`src/hdl/pce_pad_pkg.sv`:
```
// Controller port shared definitions
// Widths, port count and constant pad words used by the pad input blocks

package pce_pad_pkg;

	// ========================================
	// Host side
	// ========================================

	// Host joystick word, one bit per control, 1 = pressed
	//   [3:0]  right, left, down, up
	//   [7:4]  I, II, select, run
	//   [11:8] III to VI
	typedef logic [11:0] host_joy_t;

	// Signed mouse movement, already cut to eight bits
	typedef logic signed [7:0] mouse_delta_t;

	// ========================================
	// Console side
	// ========================================

	// Active-low word for one port, four nibbles
	typedef logic [15:0] pad_word_t;

	// Value on the port lines
	typedef logic [3:0] nibble_t;

	// Multitap port number, 5 to 7 are unused
	typedef logic [2:0] port_idx_t;

	// Ports with a real device behind them
	localparam port_idx_t PAD_COUNT = 3'd5;

	// Nothing connected
	localparam pad_word_t EMPTY_PORT_WORD = 16'h0FFF;

endpackage

```
`src/hdl/mouse_report.sv`:
```
// Mouse movement reporter
// Accumulates host deltas, hands them out as four nibbles between
// clear pulses and resynchronizes after a long idle period

`timescale 1ns/1ns

module mouse_report
	import pce_pad_pkg::*;
#(
	parameter int MOUSE_TIMEOUT_BITS = 15
) (
	input  logic         clk_sys,
	input  logic         reset,
	input  logic         pad_clr,
	input  logic         mouse_strobe,
	input  mouse_delta_t mouse_x,
	input  mouse_delta_t mouse_y,
	output nibble_t      motion_nibble
);

	logic                          clr_prev;
	logic                          clr_rise;
	logic [1:0]                    nib_cnt;
	logic [MOUSE_TIMEOUT_BITS-1:0] idle_cnt;

	// Pending movement, and the pair being reported
	mouse_delta_t acc_x;
	mouse_delta_t acc_y;
	mouse_delta_t rep_x;
	mouse_delta_t rep_y;

	assign clr_rise = pad_clr & ~clr_prev;

	// ========================================
	// Nibble count and idle timeout
	// ========================================

	always_ff @(posedge clk_sys) begin
		if (reset) begin
			clr_prev <= 1'b0;
			idle_cnt <= '0;
			nib_cnt  <= 2'd3;
			acc_x    <= '0;
			acc_y    <= '0;
			rep_x    <= '0;
			rep_y    <= '0;
		end else begin
			clr_prev <= pad_clr;

			if (pad_clr) begin
				idle_cnt <= '0;
			end else if (~&idle_cnt) begin
				idle_cnt <= idle_cnt + 1'b1;
			end

			// Console gave up, next burst starts at X high
			if (&idle_cnt) begin
				nib_cnt <= 2'd3;
			end

			if (clr_rise) begin
				nib_cnt <= nib_cnt + 2'd1;
				if (&nib_cnt) begin
					rep_x <= acc_x;
					rep_y <= acc_y;
					acc_x <= '0;
					acc_y <= '0;
				end
			end

			// Strobe wins over the clear above
			if (mouse_strobe) begin
				acc_x <= -mouse_x;
				acc_y <= mouse_y;
			end
		end
	end

	// ========================================
	// Nibble out
	// ========================================

	always_comb begin
		case (nib_cnt)
			2'd0:    motion_nibble = rep_x[7:4];
			2'd1:    motion_nibble = rep_x[3:0];
			2'd2:    motion_nibble = rep_y[7:4];
			default: motion_nibble = rep_y[3:0];
		endcase
	end

endmodule

```
`src/hdl/pad_input_top.sv`:
```
// Controller port of the console
// Joins the pad word formatter, the multitap port scanner and the
// mouse movement reporter behind the select and clear lines

`timescale 1ns/1ns

module pad_input_top
	import pce_pad_pkg::*;
#(
	parameter int MOUSE_TIMEOUT_BITS = 15
) (
	input  logic         clk_sys,
	input  logic         reset,

	// Host joysticks and options
	input  host_joy_t    joy_a,
	input  host_joy_t    joy_b,
	input  host_joy_t    joy_2,
	input  host_joy_t    joy_3,
	input  host_joy_t    joy_4,
	input  logic         swap_pads,
	input  logic         turbo_tap,
	input  logic         six_button,
	input  logic         mouse_en,

	// Host mouse
	input  mouse_delta_t mouse_x,
	input  mouse_delta_t mouse_y,
	input  logic         mouse_left,
	input  logic         mouse_right,
	input  logic         mouse_strobe,

	// Console port
	input  logic         pad_sel,
	input  logic         pad_clr,
	output nibble_t      pad_nibble
);

	port_idx_t port_idx;
	nibble_t   motion_nibble;
	pad_word_t pad_word;

	pad_word_format i_word_format (
		.joy_a         (joy_a),
		.joy_b         (joy_b),
		.joy_2         (joy_2),
		.joy_3         (joy_3),
		.joy_4         (joy_4),
		.swap_pads     (swap_pads),
		.mouse_en      (mouse_en),
		.mouse_left    (mouse_left),
		.mouse_right   (mouse_right),
		.motion_nibble (motion_nibble),
		.port_idx      (port_idx),
		.pad_word      (pad_word)
	);

	pad_port_scan i_port_scan (
		.clk_sys    (clk_sys),
		.reset      (reset),
		.pad_sel    (pad_sel),
		.pad_clr    (pad_clr),
		.turbo_tap  (turbo_tap),
		.six_button (six_button),
		.pad_word   (pad_word),
		.port_idx   (port_idx),
		.pad_nibble (pad_nibble)
	);

	mouse_report #(
		.MOUSE_TIMEOUT_BITS (MOUSE_TIMEOUT_BITS)
	) i_mouse_report (
		.clk_sys       (clk_sys),
		.reset         (reset),
		.pad_clr       (pad_clr),
		.mouse_strobe  (mouse_strobe),
		.mouse_x       (mouse_x),
		.mouse_y       (mouse_y),
		.motion_nibble (motion_nibble)
	);

endmodule

```
`src/hdl/pad_port_scan.sv`:
```
// Port scanner
// Follows the select and clear lines, steps the multitap port, keeps
// the six-button phase and latches the nibble seen by the console

`timescale 1ns/1ns

module pad_port_scan
	import pce_pad_pkg::*;
(
	input  logic      clk_sys,
	input  logic      reset,
	input  logic      pad_sel,
	input  logic      pad_clr,
	input  logic      turbo_tap,
	input  logic      six_button,
	input  pad_word_t pad_word,
	output port_idx_t port_idx,
	output nibble_t   pad_nibble
);

	// ========================================
	// Edge detection
	// ========================================

	logic sel_prev;
	logic clr_prev;
	logic sel_rise;
	logic clr_rise;

	always_ff @(posedge clk_sys) begin
		if (reset) begin
			sel_prev <= 1'b0;
			clr_prev <= 1'b0;
		end else begin
			sel_prev <= pad_sel;
			clr_prev <= pad_clr;
		end
	end

	assign sel_rise = pad_sel & ~sel_prev;
	assign clr_rise = pad_clr & ~clr_prev;

	// ========================================
	// Port, phase and output nibble
	// ========================================

	// High phase exposes buttons III-VI on the six-button pad
	logic       phase;
	logic [1:0] nibble_sel;

	assign nibble_sel = {phase, pad_sel};

	always_ff @(posedge clk_sys) begin
		if (reset) begin
			port_idx   <= '0;
			phase      <= 1'b0;
			pad_nibble <= '0;
		end else begin
			if (pad_clr) begin
				port_idx   <= '0;
				pad_nibble <= '0;
				if (clr_rise) begin
					phase <= six_button & ~phase;
				end
			end else begin
				pad_nibble <= pad_word[{nibble_sel, 2'b00} +: 4];
				// Multitap step, wraps 7 -> 0
				if (sel_rise && turbo_tap) begin
					port_idx <= port_idx + 3'd1;
				end
			end
		end
	end

endmodule

```
`src/hdl/pad_word_format.sv`:
```
// Pad word formatter
// Builds the active-low word of the selected port from the host words,
// with pad swap and the mouse byte on port 0

`timescale 1ns/1ns

module pad_word_format
	import pce_pad_pkg::*;
(
	input  host_joy_t joy_a,
	input  host_joy_t joy_b,
	input  host_joy_t joy_2,
	input  host_joy_t joy_3,
	input  host_joy_t joy_4,
	input  logic      swap_pads,
	input  logic      mouse_en,
	input  logic      mouse_left,
	input  logic      mouse_right,
	input  nibble_t   motion_nibble,
	input  port_idx_t port_idx,
	output pad_word_t pad_word
);

	// Console order: III-VI | left down right up | I II select run
	function automatic pad_word_t format_word(input host_joy_t j);
		return ~{4'hF, j[11:8], j[1], j[2], j[0], j[3], j[7:4]};
	endfunction

	host_joy_t  port_joy [PAD_COUNT];
	logic [7:0] mouse_byte;

	// Pad swap only touches the first two ports
	assign port_joy[0] = swap_pads ? joy_b : joy_a;
	assign port_joy[1] = swap_pads ? joy_a : joy_b;
	assign port_joy[2] = joy_2;
	assign port_joy[3] = joy_3;
	assign port_joy[4] = joy_4;

	// Run and select still come from pad 0
	assign mouse_byte = {motion_nibble,
		~port_joy[0][7], ~port_joy[0][6], ~mouse_left, ~mouse_right};

	always_comb begin
		if (port_idx >= PAD_COUNT) begin
			pad_word = EMPTY_PORT_WORD;
		end else if (port_idx == 3'd0 && mouse_en) begin
			pad_word = {mouse_byte, mouse_byte};
		end else begin
			pad_word = format_word(port_joy[port_idx]);
		end
	end

endmodule

```
`config.mk`:
```
export PLATFORM = sky130hd
export DESIGN_NAME = pad_input_top
export DESIGN_NICKNAME = d
export VERILOG_FILES = /design/src/hdl/pce_pad_pkg.sv /design/src/hdl/mouse_report.sv /design/src/hdl/pad_input_top.sv /design/src/hdl/pad_port_scan.sv /design/src/hdl/pad_word_format.sv
export SDC_FILE = /design/constraint.sdc
export NUM_CORES = 1
export LEC_CHECK = 0
export BUFFER_PORTS_ARGS = -buffer_cell sky130_fd_sc_hd__buf_2
export CAP_MARGIN = 20
export CORE_ASPECT_RATIO = 0.6
export CORE_MARGIN = 2
export CORE_UTILIZATION = 53
export CTS_CLUSTER_SIZE = 8
export DETAILED_ROUTE_END_ITERATION = 8
export PLACE_DENSITY = 0.8
export SYNTH_ARGS = -nofsm -noshare
export SYNTH_HDL_FRONTEND = slang
export SYNTH_HIERARCHICAL = 1
export SYNTH_SLANG_ARGS = --single-unit
```
`constraint.sdc`:
```
create_clock -name clk_sys -period 2.05 [get_ports clk_sys]
set_input_delay 0 -clock clk_sys [delete_from_list [all_inputs] [get_ports clk_sys]]
set_output_delay 0 -clock clk_sys [all_outputs]
set_load 0.01 [all_outputs]
```
# Word level (Yosys, flattened, before mapping)
# Index checks and enable logic that the tools add are counted.
# classes
n_bitwise	12
order_cmp	2
shift	1
n_mux	14
eq_ne	2
n_reduce_logical	13
n_addsub	4
# op_table
cell	count
12-bit 2-to-1 mux	4
12-bit binary-select mux with 3-bit select	1
16-bit 2-to-1 mux	2
8-bit 2-to-1 mux	4
16-bit NOT	1
16-bit by 5-bit indexed part select with 4-bit output	1
15-bit by 1-bit adder with 15-bit output, second input constant	1
15-bit AND reduction	1
4-bit one-hot mux with 3 select lines	1
8-bit negation	1
1-bit NOT	7
2-bit AND reduction	3
2-bit nonzero test	3
4-bit >= comparator, second input constant	1
2-bit 2-to-1 mux	2
3-bit NOT with 4-bit output	1
3-bit by 1-bit adder with 3-bit output, second input constant	1
1-bit AND	3
3-bit >= comparator, second input constant	1
3-bit logical NOT	1
3-bit AND reduction	1
2-bit by 1-bit adder with 2-bit output, second input constant	1
2-bit by 1-bit equality test with 1-bit output, second input constant	1
2-bit equality test, second input constant	1
3 further kinds	4
# totals
elab_cells	59
regBits	59
input_bits	87

# Longest topological paths before layout
# depth
ltp_word	8
ltp_mapped	8

# By module
# The synthesis kept the hierarchy.
# modules_own_cells
module	n_inst	area_per_inst_um2	seq_area_each_um2	cells_each
mouse_report	1	2220.9	1001.0	255
pad_word_format	1	711.9	0.0	100
pad_port_scan	1	431.7	200.2	42

# Worst setup path after synthesis
# No wires, ideal clock.
# synth_timing
path_type	register to register
startpoint	register i_mouse_report.nib_cnt[0]
endpoint	register i_port_scan.pad_nibble[2]
arrival_time_ns	1.588
setup_slack_ns	0.339
n_path_buf	0
path_stages_with_launch	9
t_required_ns	1.927
cell_sequence	dfxtp_1 inv_1 ha_1 a222oi_1 mux2i_1 and3_1 nand3b_1 mux2i_1 o22ai_1
# synth_via
elab_chain_len	5
word_cells_on_any_way	7
classes_between	eq/ne: 2; shift: 1; mux: 3; reduce/logical: 1
# synth_rtl
item	line	text
start: declaration	mouse_report.sv:23	logic [1:0] nib_cnt;
start signal: assignment	mouse_report.sv:62	nib_cnt <= nib_cnt + 2'd1;
2-bit equality test, or another cell as far along	mouse_report.sv:84	case (nib_cnt)
4-bit one-hot mux with 3 select lines (*)	mouse_report.sv:84	
via motion_nibble[2]	pad_input_top.sv:40	nibble_t motion_nibble;
16-bit 2-to-1 mux (*)	pad_word_format.sv:46	end else if (port_idx == 3'd0 && mouse_en) begin
16-bit 2-to-1 mux (*)	pad_word_format.sv:44	if (port_idx >= PAD_COUNT) begin
via pad_word[14]	pad_input_top.sv:41	pad_word_t pad_word;
16-bit by 5-bit indexed part select with 4-bit output (*)	pad_port_scan.sv:66	pad_nibble <= pad_word[{nibble_sel, 2'b00} +: 4];
end signal: assignment	pad_port_scan.sv:66	
end: declaration	pad_port_scan.sv:18	output nibble_t pad_nibble
# The timed path passes the listed nets; every way through them passes the cells marked *.
# A chain may end at the register's enable or synchronous reset.

# Worst setup path in the final report
# layout_timing
startpoint	register i_mouse_report.nib_cnt[1]
endpoint	register i_port_scan.pad_nibble[3]
# The elaborated chain is that of the path after synthesis.

==> run_summary.xml <==
<?xml version="1.0" encoding="UTF-8"?>
<metrics>
  <group name="final_layout">
    <metric name="final_common_cell" unit="">sky130_fd_sc_hd__buf_2</metric>
    <metric name="fillers" unit="">509</metric>
    <metric name="seqCellArea" unit="mm²">0.00120</metric>
    <metric name="area_occupied_by_multi_input_gates" unit="mm²">0.00200</metric>
    <metric name="num-nets-final" unit="">596</metric>
    <metric name="layout-area-overhead-vs-synth" unit="%">25.4</metric>
    <metric name="final_core_util" unit="%">69.1</metric>
    <metric name="antenna_cells" unit="">0</metric>
    <metric name="layout.cells.most_common_list" unit="">sky130_fd_sc_hd__buf_2 (90), sky130_fd_sc_hd__dfxtp_1 (58), sky130_fd_sc_hd__nand2_1 (51), sky130_fd_sc_hd__a21oi_1 (35), sky130_fd_sc_hd__mux2i_1 (32)</metric>
    <metric name="drive_above_1_share" unit="%">25.9</metric>
  </group>
  <group name="critical_path">
    <metric name="timing.critical_path.mode_cell" unit="">sky130_fd_sc_hd__mux2i_1</metric>
    <metric name="cp-start-kind" unit="">register</metric>
    <metric name="longest_individual_stage_delay_on_the_worst_path" unit="ns">0.44</metric>
    <metric name="timing.critical_path.depth" unit="">8</metric>
    <metric name="end_kind" unit="">register</metric>
    <metric name="path_buf_inv" unit="">1</metric>
    <metric name="reg2reg_to" unit="">i_port_scan/pad_nibble[3]</metric>
    <metric name="timing.critical_path.cells" unit="">inv_1 &gt; ha_1 &gt; a222oi_1 &gt; mux2i_1 &gt; and3_1 &gt; nand3b_1 &gt; mux2i_1 &gt; o22ai_1</metric>
    <metric name="critical_path_arrival" unit="ns">2.21</metric>
    <metric name="cp_slowest_cell" unit="">sky130_fd_sc_hd__dfxtp_1</metric>
    <metric name="r2r_start" unit="">i_mouse_report/nib_cnt[1]</metric>
    <metric name="critical_path_peak_fanout" unit="">6</metric>
    <metric name="worstPathRequired" unit="ns">2.27</metric>
    <metric name="cp_top_family" unit="">compound AO/OA/AOI/OAI gates</metric>
    <metric name="timing_worst_setup_path_type" unit="">reg2reg</metric>
    <metric name="reg2reg_slack" unit="ns">0.06</metric>
    <metric name="reg2reg_depth" unit="">8</metric>
  </group>
  <group name="hold_path">
    <metric name="kind_of_path_behind_the_tightest_hold_check" unit="">in2reg</metric>
    <metric name="holdPathStages" unit="">3</metric>
    <metric name="hold_path_end" unit="">i_port_scan/phase</metric>
    <metric name="worst_hold_startpoint" unit="">six_button</metric>
  </group>
  <group name="timing">
    <metric name="final_period_minus_worst_setup_slack" unit="ns">1.99</metric>
    <metric name="setup_viol" unit="">0</metric>
    <metric name="fin_ws" unit="ns">0.0636</metric>
    <metric name="max_slew_margin" unit="%">61.8</metric>
    <metric name="transition_time_at_the_pin_with_the_least_slew_margin" unit="ns">0.571</metric>
    <metric name="finalCritPeriodShare" unit="%">96.9</metric>
    <metric name="hold_slack" unit="ns">0.0151</metric>
    <metric name="final.setup.tns" unit="ns">0</metric>
    <metric name="timing.fmax" unit="GHz">0.503</metric>
    <metric name="report.final.slew_viol_count" unit="">0</metric>
    <metric name="final_hold_viol_count" unit="">0</metric>
    <metric name="grt_setup_unrepaired" unit="">false</metric>
    <metric name="skew" unit="ns">0.00702</metric>
  </group>
  <group name="placed_design">
    <metric name="gp_routability_congestion" unit="">0.984</metric>
    <metric name="dp_slack" unit="ns">0.0844</metric>
    <metric name="post-dp-hpwl" unit="µm">6850</metric>
    <metric name="place.port_buffers" unit="">90</metric>
  </group>
  <group name="routing">
    <metric name="avgRoutedWirePerCell" unit="µm">15.7</metric>
    <metric name="routed_wl" unit="µm">9280</metric>
    <metric name="viasPerCell" unit="">5.81</metric>
    <metric name="detailed_routing_iteration_count_for_the_pre_antenna_repair_pass" unit="">5</metric>
    <metric name="drcViolationCount" unit="">0</metric>
    <metric name="antenna_left" unit="">0</metric>
    <metric name="dr.first_iter.drc_count" unit="">277</metric>
    <metric name="dr_total_vias" unit="">3427</metric>
  </group>
  <group name="logic_synthesis">
    <metric name="yosys_synthesis_warning_count" unit="">6</metric>
    <metric name="mappedNetlistArea" unit="mm²">0.00336</metric>
    <metric name="async_flop_share" unit="%">0</metric>
    <metric name="synth.avg_cell_area" unit="µm²">8.47</metric>
    <metric name="synth.ff_latch_count" unit="">60</metric>
    <metric name="yosys_most_used_dff" unit="">sky130_fd_sc_hd__dfxtp_1</metric>
    <metric name="netlist-cell-type-count" unit="">63</metric>
    <metric name="synthCells" unit="">397</metric>
    <metric name="yosysSeqAreaShare" unit="%">35.7</metric>
    <metric name="mappedNetlistNets" unit="">491</metric>
    <metric name="synth_enable_flop_cells" unit="">0</metric>
  </group>
  <group name="grt">
    <metric name="overflow" unit="">0</metric>
    <metric name="grt_max_degree" unit="">39</metric>
    <metric name="first_global_vias" unit="">3087</metric>
    <metric name="grt_usage" unit="%">27.0</metric>
    <metric name="global_route_wire_length_before_repair" unit="µm">14700</metric>
    <metric name="antenna_violations_before_repair" unit="">0</metric>
  </group>
  <group name="power_and_ir_drop">
    <metric name="power_density" unit="mW/mm²">643</metric>
    <metric name="cellLeakagePower" unit="nW">1.77</metric>
    <metric name="ir_worst_vdd" unit="mV">0.389</metric>
  </group>
  <group name="cts">
    <metric name="post-cts-setup-buffer-count" unit="">0</metric>
    <metric name="worst_skew_pair.late_latency" unit="ns">0.34</metric>
    <metric name="cts_max_level" unit="">3</metric>
    <metric name="number_of_cts_inserted_buffers" unit="">9</metric>
    <metric name="cts-root-to-sink-buffers" unit="">2</metric>
    <metric name="cts.clk_slew.worst_paths" unit="ns">0.07</metric>
    <metric name="clock_net_sink_count" unit="">60</metric>
    <metric name="cts_root_buf" unit="">sky130_fd_sc_hd__clkbuf_8</metric>
    <metric name="tritoncts" unit="">built</metric>
  </group>
  <group name="floorplan">
    <metric name="dieWidth" unit="µm">107</metric>
    <metric name="dieArea" unit="mm²">0.00702</metric>
    <metric name="core_region_area" unit="mm²">0.00611</metric>
    <metric name="number_of_placed_i_o_pins" unit="">91</metric>
    <metric name="placementRows" unit="">22</metric>
    <metric name="die-height" unit="µm">65.7</metric>
    <metric name="starting_density_of_the_core" unit="%">55.1</metric>
  </group>
  <group name="run">
    <metric name="cap_viol_max_count" unit="">0</metric>
  </group>
  <group name="status">
    <metric name="outcome" unit="">complete, no violations</metric>
  </group>
</metrics>
metal layers:
| layer | track usage (%) | wire [µm] | vias to the layer above | part of all wire (%) |
|---|---|---|---|---|
| met2 | 40.5 | 4030 | 129 | 43 |
| met1 | 37.6 | 4250 | 1613 | 46 |
| met4 | 6.66 | 142 | 0 | 1.5 |
| met5 | 0 | 0 | - | 0 |
| li1 | - | - | 1668 | - |
| met3 | 8.83 | 851 | 17 | 9.2 |
tightest hold or removal path, cell delays in order:
cell	delay, ns
sky130_fd_sc_hd__buf_2	0.09
sky130_fd_sc_hd__or4b_1	0.15
sky130_fd_sc_hd__a21oi_1	0.06
area by class of cell:
class / instances / area share [%]
sequential: 60 / 28.5
multi-input combinational: 304 / 47.3
tap: 84 / 2.49
clock buffer: 11 / 3.35
inverter: 11 / 0.978
timing repair buffer: 116 / 16.1
clock inverter: 4 / 1.19
where the power goes:
part	internal [mW]	switching, mW
registers	1.21	0.0294
clock network	0.586	0.456
logic	0.209	0.228
metrics by stage:
| step | instances | cell area (µm²) | power (mW) |
|---|---|---|---|
| detailed placement | 560 | 3880 | 1.67 |
| finish | 590 | 4220 | 2.72 |
| CTS | 589 | 4210 | 2.72 |
| global route | 590 | 4220 | 2.84 |
| global placement | 560 | 3880 | 1.65 |
| floorplan | 397 | 3360 | 1.51 |
cell families (layout without fill, tap and decap cells):
logic type | count (synthesis) | count (layout) | share of synthesized area [%]
and+or+nand+nor | 149 | 149 | 22.8
muxes | 32 | 32 | 9.52
adders and majority gates | 7 | 7 | 2.60
buffers and inverters | 33 | 142 | 4.91
AOI/OAI and AO/OA | 108 | 108 | 21.9
DFF | 60 | 60 | 35.7
xor gates and xnor gates | 8 | 8 | 2.64
cells in the mapped netlist (all sizes together), types with 3 or more instances:
| cell | count | share of area [%] |
|---|---|---|
| or3 | 8 | 1.5 |
| o22ai | 8 | 1.5 |
| a21oi | 37 | 5.7 |
| nor2 | 31 | 3.5 |
| nor3 | 13 | 1.9 |
| nor2b | 5 | 0.93 |
| ha | 7 | 2.6 |
| dfxtp | 60 | 36 |
| o21ai | 10 | 1.5 |
| a21boi | 4 | 0.89 |
| and4 | 3 | 0.78 |
| nand2 | 52 | 5.9 |
| clkbuf | 13 | 1.5 |
| a22oi | 15 | 3.3 |
| a222oi | 4 | 1.2 |
| a221oi | 4 | 1.4 |
| and3 | 6 | 1.1 |
| o41ai | 3 | 0.78 |
| nand4 | 3 | 1.0 |
| mux2i | 32 | 9.5 |
| o311ai | 4 | 1.0 |
| inv | 11 | 1.2 |
| nand3 | 8 | 1.2 |
| buf | 9 | 2.2 |
| nor4 | 3 | 1.2 |
| xor2 | 6 | 2.1 |
| nand3b | 7 | 1.6 |
state kept, by name, indices dropped and copies added, names as in the netlist:
signal	cells
i_mouse_report/acc_x	8
i_mouse_report/acc_y	8
i_port_scan/pad_nibble	4
i_port_scan/port_idx	3
i_port_scan/clr_prev	1
i_mouse_report/clr_prev	1
i_mouse_report/idle_cnt	15
i_port_scan/phase	1
i_mouse_report/rep_y	8
i_port_scan/sel_prev	1
i_mouse_report/rep_x	8
i_mouse_report/nib_cnt	2
worst max path at each step:
stage	slack, ns	to	startpoint
floorplan	0.34	i_port_scan/pad_nibble[2]	i_mouse_report/nib_cnt[0]
global placement	0.23	i_port_scan/pad_nibble[2]	i_mouse_report/nib_cnt[0]
detailed placement	0.08	i_mouse_report/acc_x[4]	i_mouse_report/nib_cnt[0]
CTS	0.05	i_port_scan/pad_nibble[3]	i_mouse_report/nib_cnt[0]
global route	0.007	i_port_scan/pad_nibble[0]	i_mouse_report/nib_cnt[0]
finish	0.06	i_port_scan/pad_nibble[3]	i_mouse_report/nib_cnt[1]
repair_timing:
action	4_1_cts	5_1_grt
resized for setup	0	2
hold buffers	14	0
setup endpoints to repair	0	4
hold endpoints to repair	17	0
Power figures use the tool's default switching activity.
